[config.mk]
export PLATFORM = sky130hd
export DESIGN_NAME = controller
export DESIGN_NICKNAME = d
export VERILOG_FILES = /design/src/armPkg.sv /design/src/controller.sv /design/src/condUnit.sv /design/src/aluDecoder.sv /design/src/mainDecoder.sv
export SDC_FILE = /design/constraint.sdc
export NUM_CORES = 1
export LEC_CHECK = 0
export BUFFER_PORTS_ARGS = -buffer_cell sky130_fd_sc_hd__buf_2
export CORE_ASPECT_RATIO = 1.75
export CORE_UTILIZATION = 35
export DETAILED_ROUTE_END_ITERATION = 7
export PLACE_DENSITY_LB_ADDON = 0.3
export SLEW_MARGIN = 20
export SYNTH_ARGS = -nofsm -noshare
export SYNTH_HDL_FRONTEND = slang
export SYNTH_SLANG_ARGS = --single-unit
[constraint.sdc]
create_clock -name clk -period 1.7 [get_ports clk]
set_input_delay 0.085 -clock clk [delete_from_list [all_inputs] [get_ports clk]]
set_output_delay 0.085 -clock clk [all_outputs]
set_load 0.02 [all_outputs]
[src/armPkg.sv]
package armPkg;

  // Field and flag widths
  typedef logic [31:0] instrT;
  typedef logic [3:0]  condT;
  typedef logic [3:0]  flagsT;    // NZCV, N in bit 3
  typedef logic [3:0]  aluCtrlT;  // Data-processing opcode
  typedef logic [2:0]  aluOpT;    // ALU operation class

  // Control word produced in Decode
  typedef struct packed {
    logic [1:0] regSrc;
    logic [1:0] immSrc;
    logic       aluSrc;
    logic       memToReg;
    logic       regWrite;
    logic       memWrite;
    logic       branch;
    logic       aluOp;       // Opcode goes through the ALU decoder
    logic [1:0] flagWrite;   // [1] NZ, [0] CV
    logic       pcSrc;
    aluCtrlT    aluControl;
  } decodeCtrlT;

  // Gated controls carried from Memory to Writeback
  typedef struct packed {
    logic memWrite;
    logic memToReg;
    logic regWrite;
    logic pcSrc;
  } memCtrlT;

  // Data-processing opcodes, instr[24:21]
  localparam aluCtrlT OP_AND = 4'b0000;
  localparam aluCtrlT OP_EOR = 4'b0001;
  localparam aluCtrlT OP_SUB = 4'b0010;
  localparam aluCtrlT OP_RSB = 4'b0011;
  localparam aluCtrlT OP_ADD = 4'b0100;
  localparam aluCtrlT OP_ADC = 4'b0101;
  localparam aluCtrlT OP_TST = 4'b1000;
  localparam aluCtrlT OP_CMP = 4'b1010;
  localparam aluCtrlT OP_ORR = 4'b1100;
  localparam aluCtrlT OP_MOV = 4'b1101;

  // ALU operation classes
  localparam aluOpT ALU_ADD = 3'd0;
  localparam aluOpT ALU_SUB = 3'd1;
  localparam aluOpT ALU_AND = 3'd2;
  localparam aluOpT ALU_ORR = 3'd3;
  localparam aluOpT ALU_EOR = 3'd4;
  localparam aluOpT ALU_MOV = 3'd5;

  // Condition codes, instr[31:28]
  localparam condT COND_EQ = 4'b0000;
  localparam condT COND_NE = 4'b0001;
  localparam condT COND_GE = 4'b1010;
  localparam condT COND_LT = 4'b1011;
  localparam condT COND_AL = 4'b1110;

  // Bit positions inside flagsT
  localparam int FLAG_N = 3;
  localparam int FLAG_Z = 2;
  localparam int FLAG_C = 1;
  localparam int FLAG_V = 0;

  localparam logic [3:0] R15 = 4'd15;  // PC

endpackage
[src/controller.sv]
module controller (
  input  logic            clk,
  input  logic            arstN,
  input  armPkg::instrT   instrD,
  input  armPkg::flagsT   flagsE,
  input  logic            stallE,
  input  logic            stallM,
  input  logic            stallW,
  input  logic            flushE,
  input  logic            flushW,
  // Decode
  output logic [1:0]      regSrcD,
  output logic [1:0]      immSrcD,
  // Execute
  output armPkg::aluCtrlT aluControlE,
  output armPkg::aluOpT   aluOperationE,
  output logic            aluSrcE,
  output logic            invertBE,
  output logic            carryInE,
  output logic            branchTakenE,
  output logic            memToRegE,
  output armPkg::flagsT   prevFlagsE,
  // Memory
  output logic            memWriteM,
  output logic            regWriteM,
  output logic            memToRegM,
  // Writeback
  output logic            regWriteW,
  output logic            memToRegW,
  output logic            pcSrcW,
  // To hazard unit
  output logic            pcWrPendingF
);
  import armPkg::*;

  decodeCtrlT ctrlD;
  decodeCtrlT ctrlE;
  condT       condE;
  logic       doNotWriteE;
  memCtrlT    memCtrlE;
  memCtrlT    memCtrlM;
  memCtrlT    memCtrlW;

  mainDecoder uMainDecoder (
    .instrD (instrD),
    .ctrlD  (ctrlD)
  );

  assign regSrcD = ctrlD.regSrc;
  assign immSrcD = ctrlD.immSrc;

  // Execute register, stall wins over flush
  always_ff @(posedge clk or negedge arstN) begin
    if (!arstN) begin
      ctrlE <= '0;
      condE <= '0;
    end else if (!stallE) begin
      if (flushE) begin
        ctrlE <= '0;          // Bubble writes nothing
        condE <= '0;
      end else begin
        ctrlE <= ctrlD;
        condE <= instrD[31:28];
      end
    end
  end

  aluDecoder uAluDecoder (
    .aluOpE        (ctrlE.aluOp),
    .aluControlE   (ctrlE.aluControl),
    .carryFlagE    (prevFlagsE[FLAG_C]),
    .aluOperationE (aluOperationE),
    .invertBE      (invertBE),
    .carryInE      (carryInE),
    .doNotWriteE   (doNotWriteE)
  );

  condUnit uCondUnit (
    .clk          (clk),
    .arstN        (arstN),
    .stallE       (stallE),
    .condE        (condE),
    .flagsE       (flagsE),
    .flagWriteE   (ctrlE.flagWrite),
    .ctrlE        (ctrlE),
    .doNotWriteE  (doNotWriteE),
    .memCtrlE     (memCtrlE),
    .branchTakenE (branchTakenE),
    .prevFlagsE   (prevFlagsE)
  );

  assign aluControlE = ctrlE.aluControl;
  assign aluSrcE     = ctrlE.aluSrc;
  assign memToRegE   = ctrlE.memToReg;

  // Memory register, no flush
  always_ff @(posedge clk or negedge arstN) begin
    if (!arstN) begin
      memCtrlM <= '0;
    end else if (!stallM) begin
      memCtrlM <= memCtrlE;
    end
  end

  assign memWriteM = memCtrlM.memWrite;
  assign regWriteM = memCtrlM.regWrite;
  assign memToRegM = memCtrlM.memToReg;

  // Writeback register
  always_ff @(posedge clk or negedge arstN) begin
    if (!arstN) begin
      memCtrlW <= '0;
    end else if (!stallW) begin
      if (flushW) begin
        memCtrlW <= '0;
      end else begin
        memCtrlW <= memCtrlM;
      end
    end
  end

  assign regWriteW = memCtrlW.regWrite;
  assign memToRegW = memCtrlW.memToReg;
  assign pcSrcW    = memCtrlW.pcSrc;

  // PC write still in flight in D, E or M
  assign pcWrPendingF = ctrlD.pcSrc | ctrlE.pcSrc | memCtrlM.pcSrc;

endmodule

[src/condUnit.sv]
module condUnit (
  input  logic               clk,
  input  logic               arstN,
  input  logic               stallE,
  input  armPkg::condT       condE,
  input  armPkg::flagsT      flagsE,
  input  logic [1:0]         flagWriteE,
  input  armPkg::decodeCtrlT ctrlE,
  input  logic               doNotWriteE,
  output armPkg::memCtrlT    memCtrlE,
  output logic               branchTakenE,
  output armPkg::flagsT      prevFlagsE
);
  import armPkg::*;

  flagsT flagsQ;
  logic  condExE;

  // Condition test against the stored NZCV
  always_comb begin
    case (condE)
      COND_EQ: condExE = flagsQ[FLAG_Z];
      COND_NE: condExE = ~flagsQ[FLAG_Z];
      COND_GE: condExE = (flagsQ[FLAG_N] == flagsQ[FLAG_V]);
      COND_LT: condExE = (flagsQ[FLAG_N] != flagsQ[FLAG_V]);
      COND_AL: condExE = 1'b1;
      default: condExE = 1'b0;  // Unsupported codes never execute
    endcase
  end

  // NZ and CV halves update independently
  always_ff @(posedge clk or negedge arstN) begin
    if (!arstN) begin
      flagsQ <= '0;
    end else if (condExE && !stallE) begin
      if (flagWriteE[1]) begin
        flagsQ[FLAG_N:FLAG_Z] <= flagsE[FLAG_N:FLAG_Z];
      end
      if (flagWriteE[0]) begin
        flagsQ[FLAG_C:FLAG_V] <= flagsE[FLAG_C:FLAG_V];
      end
    end
  end

  assign prevFlagsE = flagsQ;

  // Side effects only when the condition passes
  assign memCtrlE.memWrite = ctrlE.memWrite & condExE;
  assign memCtrlE.memToReg = ctrlE.memToReg;
  assign memCtrlE.regWrite = ctrlE.regWrite & condExE & ~doNotWriteE;  // TST/CMP
  assign memCtrlE.pcSrc    = ctrlE.pcSrc & condExE;
  assign branchTakenE      = ctrlE.branch & condExE;

endmodule

[src/aluDecoder.sv]
module aluDecoder (
  input  logic            aluOpE,
  input  armPkg::aluCtrlT aluControlE,
  input  logic            carryFlagE,
  output armPkg::aluOpT   aluOperationE,
  output logic            invertBE,
  output logic            carryInE,
  output logic            doNotWriteE
);
  import armPkg::*;

  always_comb begin
    // Plain add unless the opcode says otherwise
    aluOperationE = ALU_ADD;
    invertBE      = 1'b0;
    carryInE      = 1'b0;
    doNotWriteE   = 1'b0;

    if (aluOpE) begin
      case (aluControlE)
        OP_AND: aluOperationE = ALU_AND;
        OP_EOR: aluOperationE = ALU_EOR;
        OP_SUB, OP_RSB: begin
          aluOperationE = ALU_SUB;
          invertBE      = 1'b1;   // A + ~B + 1
          carryInE      = 1'b1;
        end
        OP_ADD: aluOperationE = ALU_ADD;
        OP_ADC: begin
          aluOperationE = ALU_ADD;
          carryInE      = carryFlagE;  // Stored C
        end
        OP_TST: begin
          aluOperationE = ALU_AND;
          doNotWriteE   = 1'b1;   // Flags only
        end
        OP_CMP: begin
          aluOperationE = ALU_SUB;
          invertBE      = 1'b1;
          carryInE      = 1'b1;
          doNotWriteE   = 1'b1;
        end
        OP_ORR: aluOperationE = ALU_ORR;
        OP_MOV: aluOperationE = ALU_MOV;
        default: aluOperationE = ALU_ADD;
      endcase
    end
  end

endmodule

[src/mainDecoder.sv]
module mainDecoder (
  input  armPkg::instrT      instrD,
  output armPkg::decodeCtrlT ctrlD
);
  import armPkg::*;

  logic [1:0] opField;
  logic       immBit;
  logic       loadBit;
  logic [3:0] rdField;

  assign opField = instrD[27:26];
  assign immBit  = instrD[25];
  assign loadBit = instrD[20];   // L bit for memory, S bit for data processing
  assign rdField = instrD[15:12];

  always_comb begin
    ctrlD            = '0;
    ctrlD.aluControl = OP_ADD;   // Address and branch target add

    case (opField)
      2'b00: begin               // Data processing
        ctrlD.aluSrc     = immBit;
        ctrlD.regWrite   = 1'b1;
        ctrlD.aluOp      = 1'b1;
        ctrlD.flagWrite  = {2{loadBit}};
        ctrlD.aluControl = instrD[24:21];
      end

      2'b01: begin               // LDR / STR
        ctrlD.immSrc = 2'b01;
        ctrlD.aluSrc = ~immBit;  // I set means register offset
        // Offset direction still goes through the ALU decoder
        ctrlD.aluOp      = 1'b1;
        ctrlD.aluControl = instrD[23] ? OP_ADD : OP_SUB;
        if (loadBit) begin
          ctrlD.memToReg = 1'b1;
          ctrlD.regWrite = 1'b1;
        end else begin
          ctrlD.regSrc   = 2'b10;  // Read Rd as store data
          ctrlD.memWrite = 1'b1;
        end
      end

      2'b10: begin               // B
        ctrlD.regSrc = 2'b01;    // PC as first operand
        ctrlD.immSrc = 2'b10;
        ctrlD.aluSrc = 1'b1;
        ctrlD.branch = 1'b1;
      end

      default: begin
        // Unsupported class, leave as a bubble
        ctrlD.aluControl = OP_ADD;
      end
    endcase

    // Any write to the PC redirects fetch
    ctrlD.pcSrc = ctrlD.branch | (ctrlD.regWrite & (rdField == R15));
  end

endmodule

* Word level (Yosys, flattened, before mapping)
Index checks and enable logic that the tools add are counted.
** Operators by class
- Reductions and logical operators :: 11
- Equality and inequality tests :: 17
- Mux-type cells :: 25
- Bitwise logic cells :: 12
** Operators by type and width (number)
- == test 4 bit, second input constant :: 8
- one-hot mux 4 bit (2 select lines) :: 2
- one-hot mux 3 bit (5 select lines) :: 1
- 2-to-1 mux 13 bit :: 1
- 2-to-1 mux 1 bit :: 10
- 2-to-1 mux 3 bit :: 3
- == test 4 x 1 -> 1 bit, second input constant :: 2
- == test 4 x 2 -> 1 bit, second input constant :: 2
- logical NOT 4 bit :: 2
- bitwise AND 1 bit :: 6
- 2-to-1 mux 2 bit :: 3
- OR reduction 2 bit :: 3
- one-hot mux 1 bit (5 select lines) :: 1
- == test 4 x 3 -> 1 bit, second input constant :: 1
- 2-to-1 mux 4 bit :: 1
- one-hot mux 1 bit (2 select lines) :: 2
- AND reduction 2 bit :: 2
- NOT 1 bit :: 3
- bitwise OR 1 bit :: 3
- one-hot mux 1 bit (3 select lines) :: 1
- OR reduction 3 bit :: 1
- == test 2 x 1 -> 1 bit, second input constant :: 1
- == test 2 bit, second input constant :: 1
- logical NOT 2 bit :: 1
- other kinds (4) :: 4
** Storage, ports and cells
- Output and inout port bits :: 27
- Flip-flop bits (word level) :: 28
- Input port bits :: 43
- Word-level logic and storage cells :: 84

* Logic depth before layout (Yosys ltp)
Gate-level depths: netlist of run 1.
- Depth after elaboration :: 6
- Gate-level depth with buffers :: 5
- Depth with buffers taken out :: 4

* Hierarchy
A second synthesis of run 1 with hierarchy kept.
** Second synthesis, totals
- Cells, all modules :: 180
- Area, all modules :: 1759.2 um^2
** By module, submodules not included
- controller :: instances 1, cells an instance 115, area an instance 1169.9 um^2, seq. area each 700.7 um^2
- condUnit :: instances 1, cells an instance 25, area an instance 292.8 um^2, seq. area each 100.1 um^2
- mainDecoder :: instances 1, cells an instance 26, area an instance 186.4 um^2, seq. area each 0.0 um^2
- aluDecoder :: instances 1, cells an instance 14, area an instance 110.1 um^2, seq. area each 0.0 um^2

* Least setup slack after synthesis of run 1
Ideal clock, no wire load.
- Path kind :: reg-to-reg
- Start point :: register uCondUnit.flagsQ[0] (netlist: uCondUnit.prevFlagsE[0])
- End point :: register uCondUnit.flagsQ[0] (netlist: uCondUnit.prevFlagsE[0])
- Cell stages (with the launch flop) :: 5
- Clock period less this slack :: 1.553 ns
- Path buffers :: 0
- Setup time :: 0.128 ns
- Arrival time :: 1.425 ns
- Data required time :: 1.572 ns
- Slack :: 0.147 ns
- Path through :: dfrtp_1 -> xnor2_1 -> mux2i_1 -> o21ai_2 -> mux2_1
** Between the ends
- Word-level cells in the longest chain between the ends :: 4
** Ends and longest elaborated chain
- start: declaration :: RTL line condUnit.sv:16 : flagsT flagsQ;
- start signal: indexed assignment :: RTL line condUnit.sv:37 : flagsQ[FLAG_N:FLAG_Z] <= flagsE[FLAG_N:FLAG_Z];
- start signal: indexed assignment :: RTL line condUnit.sv:40 : flagsQ[FLAG_C:FLAG_V] <= flagsE[FLAG_C:FLAG_V];
- inequality test 1 bit / == test 1 bit (equally long branches) :: RTL line condUnit.sv:25, condUnit.sv:24
- one-hot mux 1 bit (5 select lines) * :: RTL line condUnit.sv:21 : case (condE)
- logical AND 1 bit * :: RTL line condUnit.sv:35 : end else if (condExE && !stallE) begin
- AND reduction 2 bit (no line) *
Mark *: on every way between the ends. The rest lies on a longest branch, timed or not.
A chain may end at the register's enable or synchronous reset.

* Worst setup path in the final report of run 1
- Start point :: register condE[0]
- End point :: output port branchTakenE
** Between the ends
- Word-level cells in the longest chain between the ends :: 3
** Ends and longest elaborated chain
- start: declaration :: RTL line controller.sv:38 : condT condE;
- start signal: assignment :: RTL line controller.sv:63 : condE <= instrD[31:28];
- == test 4 bit (tied with other cells) :: RTL line condUnit.sv:21
- one-hot mux 1 bit (5 select lines) * :: RTL line condUnit.sv:21
- bitwise AND 1 bit * :: RTL line condUnit.sv:52 : assign branchTakenE = ctrlE.branch & condExE;
- end: declaration :: RTL line controller.sv:20 : output logic branchTakenE,
Marks and branches as above.

==> impl_summary.md, run 1 <==
Clock network
The maximum buffer depth of the clock tree is 2. The root buffer cell is clkbuf_8. TritonCTS built the clock tree.

The level count of the clock H-tree is 1. At the later pin of the worst-skew pair, clock insertion delay measures 270 ps. After clock tree synthesis, the clock-pin slew on the worst setup and hold paths is 90 ps. Buffers inserted during clock tree synthesis total 3.

The tree built by TritonCTS fans out to 27 sinks.

GRT
The number of global-route vias before repair is 1135. The leftover overflow at the end of global routing is 0. The number of antenna violations at the first check in global routing is 0.

The first global-routing pass estimated 4698 um of wire. The total global-route track usage is 14.64%. Entering global routing, the biggest net connects 32 pins.

Finish
After the last flow step, the layout net total stands at 234. The top cell types in the final layout, fill and taps aside, are 52 x buf_2, 26 x dfrtp_1, 24 x nand2_1. The finished cells cover 1737 um^2.

Once layout is complete, the utilization of the core stands at 47.39%. The antenna diode count is 0. The final cell count without fillers is 236.

The layout cell share with drive strength beyond 1 is 36.84%. The commonest non-fill, non-tap cell in the layout is buf_2. The area growth from synthesis to layout is 26.76%.

Route
The detailed router finished its first iteration with 24 violations. For this block, the via count after detailed routing is 1166. The detailed-route vias per instance is 4.941. Dividing the detail-routed wire length by the instance count gives 11.95 um. The total wire length after detailed routing is 2820 um.

The count of antenna-violating nets left after detailed routing is 0. For this run, design rule violations remaining after detail routing come to 0. The pre-antenna-repair detailed-routing pass consisted of 4 iterations.

Die
The die covers 4178 um^2. Once the floorplan was initialized, standard cells occupied 37.38% of the core. 70 I/O pins were placed. The number of cell rows is 29. Measured along the y axis, the die boundary spans 84.77 um. In this run the horizontal extent of the chip is 49.30 um. The placeable core area is 3665 um^2.

Worst setup path
The setup slack on the worst flop-to-flop path is 30 ps. Data arrives at the worst endpoint at 1600 ps. In this run the critical register-to-register path is captured at uCondUnit.prevFlagsE[2]$_DFFE_PN0P_. The number of cells on the worst reg-to-reg path is 5. In this run the worst path has a maximum fanout of 5. The worst setup path is launched from a flip-flop. STA classifies the critical path endpoint as an output port.

The critical path goes through xnor2_2 -> o41ai_4 -> nor2_2 -> nor2b_1 -> buf_4. The cell with the largest stage delay on the worst path is dfrtp_2. The startpoint identified for the worst register-to-register timing path is condE[0]$_DFFE_PN0N_. The worst setup path is of the reg2out kind.

For the worst setup path, the data required time is 1620 ps. The largest stage delay on the critical path is 450 ps.

Power
The net load switching power is 0.3889 mW. The switching part of the total power is 28.50%. In this run, the clock network consumes 25.9% of the power. In this run the power density over the cells is 785.7 nW/um^2. The proportion of power drawn by flip-flops and latches is 53.4%. The worst-case vdd ir drop is 480.1 uV. The power share of the combinational group is 20.7%. The design internal power is 0.9757 mW. Summed over all cells, the static leakage comes to 0.8595 nW.

STA
The number of pins exceeding their max-slew limit in the final report came to 0. Setup repair after global routing could not meet its margin everywhere. The worst path needs 1688 ps of the cycle, external delays included. In the finished design, the share of the clock period the worst path needs comes to 99.27%. In this run the tightest slew margin relative to its limit is 61.87%. Clock skew on the completed layout was measured at 2.557 ps. At the pin with the least slew margin, the transition time is 572.0 ps. For this run, the top clock speed supported by timing is 0.5925 GHz. The final hold violation count was 0. Setup violations remaining at the end of the flow were counted as 0.

Min path
Along the worst hold path, the cell count comes to 2. The path class of the lowest-slack min-delay path is in2reg. The worst hold path terminates at uCondUnit.prevFlagsE[2]$_DFFE_PN0P_. In this run the most critical hold path is launched from flagsE[2].

Yosys
The synthesis warning total is 0. The number of instances in the synthesized netlist is 141. In this run the mean area of a mapped cell was 9.717 um^2. Counting distinct cell types in the post-synthesis netlist gives 32. In this run, synthesis produced a sequential element count of 27. The number of nets in the synthesized netlist is 184. After synthesis, flip-flops and latches occupy 49.32% of the total area.

The mapped netlist covers 1370 um^2.

Placement
The instance area at placement is 1629 um^2. Including well taps, the total number of placed cells is 229. The congestion estimate from routability-driven global placement came to 0.7301. The number of I/O port buffers is 53. The sum of net half-perimeters after detailed placement is 2181 um.

Job
The max-cap violation count is 0.

Status
The flow ran to the end, and the final reports show no timing, DRC or antenna violations.
==> cell type report <==
type / count / area, um^2
clock buffers: 3 / 41.29
clock inverters: 1 / 5.005
fillers: 371 / 1928
inverters: 4 / 15.01
multi-input cells: 99 / 648.1
flip-flops and latches: 27 / 676.9
well taps: 46 / 57.56
repair buffers: 56 / 292.8
==> routing by layer <==
metal	global-route usage (%)	vias to the layer above	share of wire, %
met5	0	-	0
met4	8.021	0	2.6
met3	2.899	7	5.5
met2	26.03	42	50
met1	15.74	533	42
li1	-	584	-
==> cells by family after synthesis <==
| logic type | share of synthesized area (%) |
|---|---|
| and+or+nand+nor | 21.46 |
| AOI/OAI and AO/OA | 16.62 |
| DFF | 49.32 |
| buffers and inverters | 5.753 |
| muxes | 5.571 |
| xor gates and xnor gates | 1.279 |
==> flip-flops by register name, summed over array words and instances (netlist names) <==
register and cells:
memToRegW 1, ctrlE 6, regWriteM 1, memCtrlM 1
pcSrcW 1, regWriteW 1, uCondUnit.prevFlagsE 4, memWriteM 1
condE 4, memToRegM 1, aluSrcE 1, memToRegE 1
aluControlE 4
==> cells in the mapped netlist, drive strengths merged <==
| cell | n | area (um^2) |
|---|---|---|
| mux2 | 5 | 56.30 |
| dfrtp | 27 | 675.7 |
| mux2i | 2 | 20.02 |
| nor4b | 2 | 17.52 |
| nor2b | 6 | 37.54 |
| nor2 | 7 | 26.28 |
| o31ai | 5 | 37.54 |
| inv | 4 | 15.01 |
| nand4bb | 1 | 11.26 |
| nand3 | 1 | 5.000 |
| a22o | 2 | 17.52 |
| nand2 | 24 | 90.09 |
| nand4 | 1 | 6.260 |
| xnor2 | 2 | 17.52 |
| or2 | 1 | 6.260 |
| a21oi | 2 | 10.01 |
| or3 | 2 | 12.51 |
| a21boi | 1 | 7.510 |
| a211oi | 1 | 7.510 |
| o21ai | 18 | 93.84 |
| o21a | 1 | 7.510 |
| buf | 6 | 45.04 |
| and2 | 1 | 6.260 |
| clkbuf | 5 | 18.77 |
| nand3b | 1 | 7.510 |
| a32o | 1 | 10.01 |
| nand2b | 8 | 50.05 |
| nand4b | 2 | 17.52 |
| o41ai | 2 | 36.29 |
==> how the worst max path moves through the flow <==
stage / start / endpoint / slack [ps] / cells after the start
floorplan: uCondUnit.prevFlagsE[0]$_DFFE_PN0P_ / uCondUnit.prevFlagsE[0]$_DFFE_PN0P_ / 150 / 4
global placement: uCondUnit.prevFlagsE[0]$_DFFE_PN0P_ / uCondUnit.prevFlagsE[1]$_DFFE_PN0P_ / 100 / 4
detailed placement: uCondUnit.prevFlagsE[0]$_DFFE_PN0P_ / uCondUnit.prevFlagsE[2]$_DFFE_PN0P_ / 90 / 4
CTS: condE[0]$_DFFE_PN0N_ / branchTakenE / 4 / 5
global route: condE[0]$_DFFE_PN0N_ / branchTakenE / -60 / 5
finish: condE[0]$_DFFE_PN0N_ / branchTakenE / 10 / 5
==> power groups by stage <==
stage          clock (mW)  sequential (mW)  combinational (mW)
2_1_floorplan           0            0.754               0.149
3_3_place_gp            0            0.737               0.252
3_5_place_dp            0            0.740               0.259
4_1_cts             0.368            0.727               0.266
5_1_grt             0.395            0.737               0.309
6_report            0.353            0.729               0.283
==> per-stage QoR <==
stage | hold WS [ps] | power (mW) | setup WS [ps] | setup TNS, ps
after floorplan | -210.6 | 0.9029 | 147.4 | 0
after global placement | 108.1 | 0.9893 | 101.2 | 0
after detailed placement | 116.4 | 0.9987 | 88.45 | 0
after CTS | 22.09 | 1.361 | 4.406 | 0
after global routing | 29.71 | 1.441 | -56.88 | -134.1
final | 25.91 | 1.365 | 12.34 | 0
==> critical path: cells and delay by family (launching register included) <==
kind            cells  cell delay [ps]
simple gates        2              220
compound gates      1              350
flops               1              450
xor+xnor            1              160
buf+inv             1              160
==> repair_timing <==
action / CTS / global route
setup buffers: 1 / 1
gates cloned: 0 / 0
hold buffers: 1 / 0
pin swaps: 0 / 2
gates resized for setup: 2 / 7
endpoints found under the setup margin: 1 / 5
hold endpoints to repair: 27 / 0
No activity file was read; power rests on OpenSTA's default activity.
==> inputs of run 2 (changes only) <==
CORE_UTILIZATION = 45   (was 35)
CTS_CLUSTER_DIAMETER = 120   (was default)
==> impl_summary.md, run 2 (synthesis results as in run 1) <==
Status
The run finished, with violations left. The checks that failed: DRC, setup timing.

Clock network
The level count of the clock H-tree is 1 (unchanged). The root buffer cell is clkbuf_8. The maximum buffer depth of the clock tree is 2 (unchanged). TritonCTS built the clock tree.

The total clock sinks is 27 (unchanged). The number of buffers inserted during clock tree synthesis is 3 (unchanged). The clock network latency to the later pin of the worst-skew pair came to 260 ps (about the same).

The CTS clock-pin slew for the worst setup and hold paths is 90 ps (about the same).

STA
The worst hold slack is 27.49 ps (+1.579 ps). The shortest clock period the worst path allows after layout came to 1715 ps (+27.01 ps). The final hold violation count is 0 (unchanged). The number of pins exceeding their max-slew limit in the final report is 0 (unchanged). The total setup violations reported at the end of the flow is 1 (+1). The slew at the pin closest to its max-slew limit is 578.2 ps (+6.259 ps).

The worst-case clock skew is 4.404 ps (+1.847 ps). The maximum frequency from static timing analysis is 0.5832 GHz (-1.6%). Setup repair after global routing could not meet its margin everywhere. The max-slew headroom at the worst pin is 61.45% (-0.42 points). The final clock period utilization by the worst path is 100.9% (+1.6 points). The worst path setup slack after routing is -14.68 ps (-27.01 ps).

Worst setup path
The setup slack on the worst flop-to-flop path is 100 ps (+70 ps). For this design, the slowest cell found on the critical path is dfrtp_1. The worst setup path is of the reg2out kind. The number of buffer and inverter instances along the worst setup path was 2 (+1). The cell that appears most often on the critical path is buf_4.

The sort of element at the start of the critical path is a flip-flop. Traced cell by cell, the critical path runs through xnor2_2 -> mux2i_2 -> buf_4 -> nor2_2 -> nor2b_1 -> buf_4. In this run the critical register-to-register path is launched from uCondUnit.prevFlagsE[3]$_DFFE_PN0P_.

The largest driver fanout on the critical path came to 3 (-2). The largest stage delay on the critical path is 420 ps (-30 ps). In this run the worst setup path begins at uCondUnit.prevFlagsE[3]$_DFFE_PN0P_. The data required time of the worst path is 1620 ps (about the same). Among cell families on the critical path, the largest total delay comes from flip-flops. The arrival time at the worst endpoint came to 1630 ps (+30 ps). The type of destination of the critical path is an output port.

Route
The total wire length after detailed routing is 2757 um (-2.2%). The first-pass iteration count of the detailed router is 6 (+2). The mean routed wirelength per cell came to 12.53 um (+4.9%).

The detailed-route vias per instance is 5.236 (+6.0%). The count of antenna-violating nets left after detailed routing is 0 (unchanged). The total number of vias is 1152 (-1.2%). The remaining design rule violation count is 3 (+3).

The initial DRC count came to 19 (-21%).

Finish
The final design utilization is 59.16% (+12 points). The layout cell share with drive strength beyond 1 is 35.42% (-1.4 points). The library cell used most frequently in the layout, excluding fill and tap cells, is buf_2. In the layout the commonest cells are 52 x buf_2, 27 x dfrtp_1, 24 x nand2_1. The area growth from synthesis to layout is 25.02%. The final cell count without fillers was 220 (-6.8%). The net count reported at finish is 236 (+0.85%). The antenna diode count is 0 (unchanged). The largest register by flop count is ctrlE.

The number of flip-flops in the largest register is 6 (unchanged).

Die
The die outline height is 75.00 um (-12%). The initial cell density of the core is 47.32% (+9.9 points). The number of placed I/O pins was 70 (unchanged). The number of cell rows was 26 (-10%). The placeable core area is 2895 um^2 (-21%). The floorplan die width is 43.71 um (-11%). The area of the die is 3278 um^2 (-22%).

Placement
The number of cells in the design after placement came to 213 (-7.0%). The sum of net half-perimeters after detailed placement is 2146 um (-1.6%). The number of I/O port buffers is 53 (unchanged).

The global placement routability congestion was 0.7106 (-2.7%).

Power
The cell leakage power is 0.8585 nW (-0.11%). The total power per unit cell area is 787.1 nW/um^2 (+0.18%). The worst-case vdd ir drop is 439.1 uV (-8.5%).

GRT
The largest net degree at the start of global routing is 28 (-13%). The leftover overflow at the end of global routing was 0 (unchanged). The number of antenna violations at the first check in global routing is 0 (unchanged). The first-pass GRT wire length came to 4616 um (-1.7%). The total global-route track usage came to 18.56% (+3.9 points). The number of global-route vias before repair is 1123 (-1.1%).

Min path
The path class of the lowest-slack min-delay path is in2reg. The startpoint of the lowest-slack hold path is flagsE[0].

Job
The max-cap violation count is 0 (unchanged).
run 2: cell count changes in the layout (fill, tap and decap cells not counted):
| cell | before | now |
|---|---|---|
| a211oi_1 | 1 | 0 |
| o21ai_4 | 1 | 0 |
| buf_4 | 3 | 5 |
| mux2_4 | 3 | 0 |
| a211oi_2 | 0 | 1 |
| clkinv_2 | 1 | 0 |
| mux2_1 | 1 | 4 |
| dfrtp_2 | 1 | 0 |
| o21ai_2 | 0 | 1 |
| clkbuf_1 | 0 | 1 |
| dfrtp_1 | 26 | 27 |
run 2: cell type report:
type | instances | area (um^2)
clock buffers | 4 | 45.04
fillers | 279 | 1182
inverters | 4 | 15.01
multi-input cells | 99 | 634.4
flip-flops and latches | 27 | 675.6
well taps | 28 | 35.03
repair buffers | 58 | 307.8
run 2: worst paths after layout:
check                                                      endpoint  depth (start not counted)
worst max-delay path                                   branchTakenE                          6
worst min-delay path            uCondUnit.prevFlagsE[0]$_DFFE_PN0P_                          2
worst max register to register  uCondUnit.prevFlagsE[3]$_DFFE_PN0P_                          5
worst min register to register                regWriteW$_DFFE_PN0N_                          2
max in group asynchronous                     regWriteM$_DFFE_PN0N_                          2
min in group asynchronous                        pcSrcW$_DFFE_PN0N_                          2
run 2: per-layer routing:
| layer | vias to the layer above | global-route usage, % | wire length (um) |
|---|---|---|---|
| met5 | - | 0 | 0 |
| met4 | 0 | 7.986 | 24 |
| met3 | 2 | 2.158 | 96 |
| met2 | 32 | 35.49 | 1515 |
| met1 | 536 | 19.78 | 1121 |
| li1 | 582 | - | - |
run 2: power by group:
part | internal [mW] | total [mW] | switching, mW
sequential | 0.684 | 0.731 | 0.0466
clock | 0.167 | 0.348 | 0.180
combinational | 0.118 | 0.270 | 0.152
total | 0.970 | 1.35 | 0.379
run 2: per-stage QoR:
| step | total power, mW | instance area, um^2 | setup TNS [ps] | setup slack [ps] |
|---|---|---|---|---|
| final | 1.348 | 1713 | -14.68 | -14.68 |
| after global routing | 1.426 | 1713 | -114.8 | -114.8 |
| after CTS | 1.358 | 1697 | -26.21 | -26.21 |
| after detailed placement | 1.001 | 1622 | 0 | 180.6 |
| after global placement | 0.9917 | 1622 | 0 | 202.7 |
| after floorplan | 0.9029 | 1370 | 0 | 147.4 |
run 2: what timing repair did:
action                                  in CTS  in global routing
gates resized for setup                      2                  3
hold buffers                                 1                  0
endpoints found under the hold margin       27                  0
pin swaps                                    1                  0
buffers inserted                             2                  0
endpoints found under the setup margin       1                  5
==> inputs of run 3 (changes only) <==
PLACE_DENSITY = 0.78   (was default)
PLACE_DENSITY_LB_ADDON = default   (was 0.3)
==> impl_summary.md, run 3 (synthesis results as in run 1) <==
Status
The flow ran to the end, but the final reports show violations. The final reports fail on DRC, setup timing.

Min path
In this run the most critical hold path is launched from instrD[31]. The path class of the lowest-slack min-delay path is in2reg. The number of cells traversed by the worst hold path is 2 (unchanged). The worst hold path terminates at condE[3]$_DFFE_PN0N_.

Clock network
TritonCTS built the clock tree. The level count of the clock H-tree was 1 (unchanged). The number of buffers inserted during clock tree synthesis is 3 (unchanged).

The maximum buffer depth of the clock tree came to 2 (unchanged). The CTS clock-pin slew for the worst setup and hold paths is 90 ps (about the same). The clock network latency to the later pin of the worst-skew pair is 270 ps (about the same). The total clock sinks is 27 (unchanged). The tree is rooted in a clkbuf_8.

Route
The first-pass iteration count of the detailed router is 6 (unchanged). The highest metal layer carrying signal wires in the routed design is met4. The met3 routed wirelength is 111 um (+16%). The remaining design rule violation count is 2 (-1). The mean routed wirelength per cell came to 13.35 um (+6.6%). The detailed-route vias per instance is 5.253 (+0.33%). The met2 routed wirelength is 1687 um (+11%). The count of antenna-violating nets left after detailed routing is 0 (unchanged). The total number of vias is 1161 (+0.78%). The post-route met1 wirelength came to 1103 um (-1.6%). The initial DRC count came to 16 (-3). The total wire length after detailed routing is 2951 um (+7.0%).

Worst setup path
STA classifies the critical path endpoint as an output port. The largest stage delay on the critical path is 420 ps (about the same). The critical path goes through xnor2_2 -> mux2i_2 -> buf_4 -> nor2_4 -> nor2b_1 -> buf_4.

STA classifies the critical path startpoint as a flip-flop. The setup slack on the worst flop-to-flop path came to 110 ps (about the same). The arrival time at the worst endpoint is 1650 ps (+20 ps). The worst flop-to-flop path endpoint is uCondUnit.prevFlagsE[3]$_DFFE_PN0P_.

The largest driver fanout on the critical path is 3 (unchanged). The data required time of the worst path is 1620 ps (about the same). The path type of the worst setup path is reg2out.

The worst register-to-register path begins at condE[0]$_DFFE_PN0N_. The number of cells on the worst reg-to-reg path is 4 (-1). The cell with the largest stage delay on the worst path is dfrtp_1. The cell with the most instances on the worst path is buf_4.

Placement
The global placement routability congestion is 0.7218 (+1.6%). The post-placement worst setup slack came to 150.0 ps (-30.60 ps). The sum of net half-perimeters after detailed placement is 2313 um (+7.8%). The number of I/O port buffers is 53 (unchanged).

STA
The worst path setup slack after routing is -30.09 ps (-15.41 ps). The final clock period utilization by the worst path is 101.8% (+0.91 points). The final hold violation count is 0 (unchanged).

The total setup violations reported at the end of the flow is 1 (unchanged). The shortest clock period the worst path allows after layout was 1730 ps (+15.41 ps). The maximum frequency from static timing analysis is 0.5780 GHz (-0.89%). The worst-case clock skew was 5.355 ps (+0.9512 ps). The number of pins exceeding their max-slew limit in the final report is 0 (unchanged). The max-slew headroom at the worst pin is 60.31% (-1.1 points). Setup repair after global routing could not meet its margin everywhere. The slew at the pin closest to its max-slew limit came to 595.3 ps (+17.09 ps).

Finish
The number of flip-flops in the largest register was 6 (unchanged). The antenna diode count is 0 (unchanged). The area growth from synthesis to layout is 25.75%.

The largest register by flop count is ctrlE. The filler cell count is 275 (-1.4%). In the layout the commonest cells are 52 x buf_2, 26 x dfrtp_1, 24 x nand2_1. The net count reported at finish was 237 (+0.42%).

The library cell used most frequently in the layout, excluding fill and tap cells, is buf_2. The layout cell share with drive strength beyond 1 is 36.27% (+0.85 points). The final design utilization came to 59.51% (+0.35 points).

Die
The initial cell density of the core came to 47.32% (unchanged). The area of the die is 3278 um^2 (unchanged). The die outline height came to 75.00 um (unchanged). The floorplan die width is 43.71 um (unchanged). The placeable core area is 2895 um^2 (unchanged). The number of placed I/O pins is 70 (unchanged). The number of cell rows is 26 (unchanged).

Power
The total power per unit cell area is 800.3 nW/um^2 (+1.7%). The cell leakage power was 0.8649 nW (+0.75%). The worst-case vdd ir drop is 501.2 uV (+14%).

GRT
The first-pass GRT wire length was 4726 um (+2.4%). The number of global-route vias before repair is 1121 (-0.18%). The largest net degree at the start of global routing is 28 (unchanged). The number of antenna violations at the first check in global routing is 0 (unchanged). The total global-route track usage is 19.29% (+0.73 points). The leftover overflow at the end of global routing is 0 (unchanged).

Job
The max-cap violation count is 0 (unchanged).
[run 3: worst max path at each step]
stage | slack, ps | from | end | cells after the start
5_1_grt | -90 | uCondUnit.prevFlagsE[3]$_DFFE_PN0P_ | branchTakenE | 6
6_report | -30 | uCondUnit.prevFlagsE[3]$_DFFE_PN0P_ | branchTakenE | 6
4_1_cts | -30 | uCondUnit.prevFlagsE[3]$_DFFE_PN0P_ | branchTakenE | 6
3_3_place_gp | 200 | uCondUnit.prevFlagsE[0]$_DFFE_PN0P_ | uCondUnit.prevFlagsE[2]$_DFFE_PN0P_ | 4
3_5_place_dp | 150 | condE[0]$_DFFE_PN0N_ | uCondUnit.prevFlagsE[3]$_DFFE_PN0P_ | 4
2_1_floorplan | 150 | uCondUnit.prevFlagsE[0]$_DFFE_PN0P_ | uCondUnit.prevFlagsE[0]$_DFFE_PN0P_ | 4
[run 3: per-layer routing]
metal | track usage, % | vias to the layer above
met1 | 19.41 | 534
li1 | - | 588
met2 | 37.31 | 32
met4 | 8.333 | 0
met3 | 3.357 | 7
met5 | 0 | -
[run 3: final cells by class]
cell class,count,area (um^2),share of cell area [%]
sequential,27,676.9,39.29
multi-input combinational,99,634.4,36.82
timing repair buffer,59,315.3,18.30
clock buffer,3,41.29,2.397
tap,28,35.03,2.033
inverter,4,15.01,0.8715
clock inverter,1,5.005,0.2905
[run 3: timing repair]
action / 4_1_cts / 5_1_grt
buffers inserted: 3 / 0
endpoints found under the hold margin: 27 / 0
resized for setup: 3 / 3
hold buffers: 1 / 0
setup endpoints to repair: 1 / 1
pin swaps: 2 / 0
[run 3: power breakdown]
part | leakage (nW) | switching, mW | internal (mW)
Combinational | 0.477 | 0.157 | 0.124
Sequential | 0.363 | 0.0468 | 0.684
Clock | 0.0255 | 0.202 | 0.164
[run 3: critical path: cells and delay by family, from the launching register on]
family / cells / cell delay [ps]
and+or+nand+nor: 2 / 170
DFF: 1 / 420
muxes: 1 / 260
buffers and inverters: 2 / 320
xor gates and xnor gates: 1 / 200
[run 3: stage by stage]
step           power (mW)  std cells  setup TNS (ps)  instance area (um^2)  hold slack [ps]
3_5_place_dp        1.004        213               0                  1622            126.6
6_report            1.379        221          -30.09                  1723            19.62
4_1_cts             1.381        221          -32.72                  1710            16.68
5_1_grt             1.446        221          -89.03                  1723            13.76
3_3_place_gp       0.9912        213               0                  1622            114.8
2_1_floorplan      0.9029        141               0                  1370           -210.6
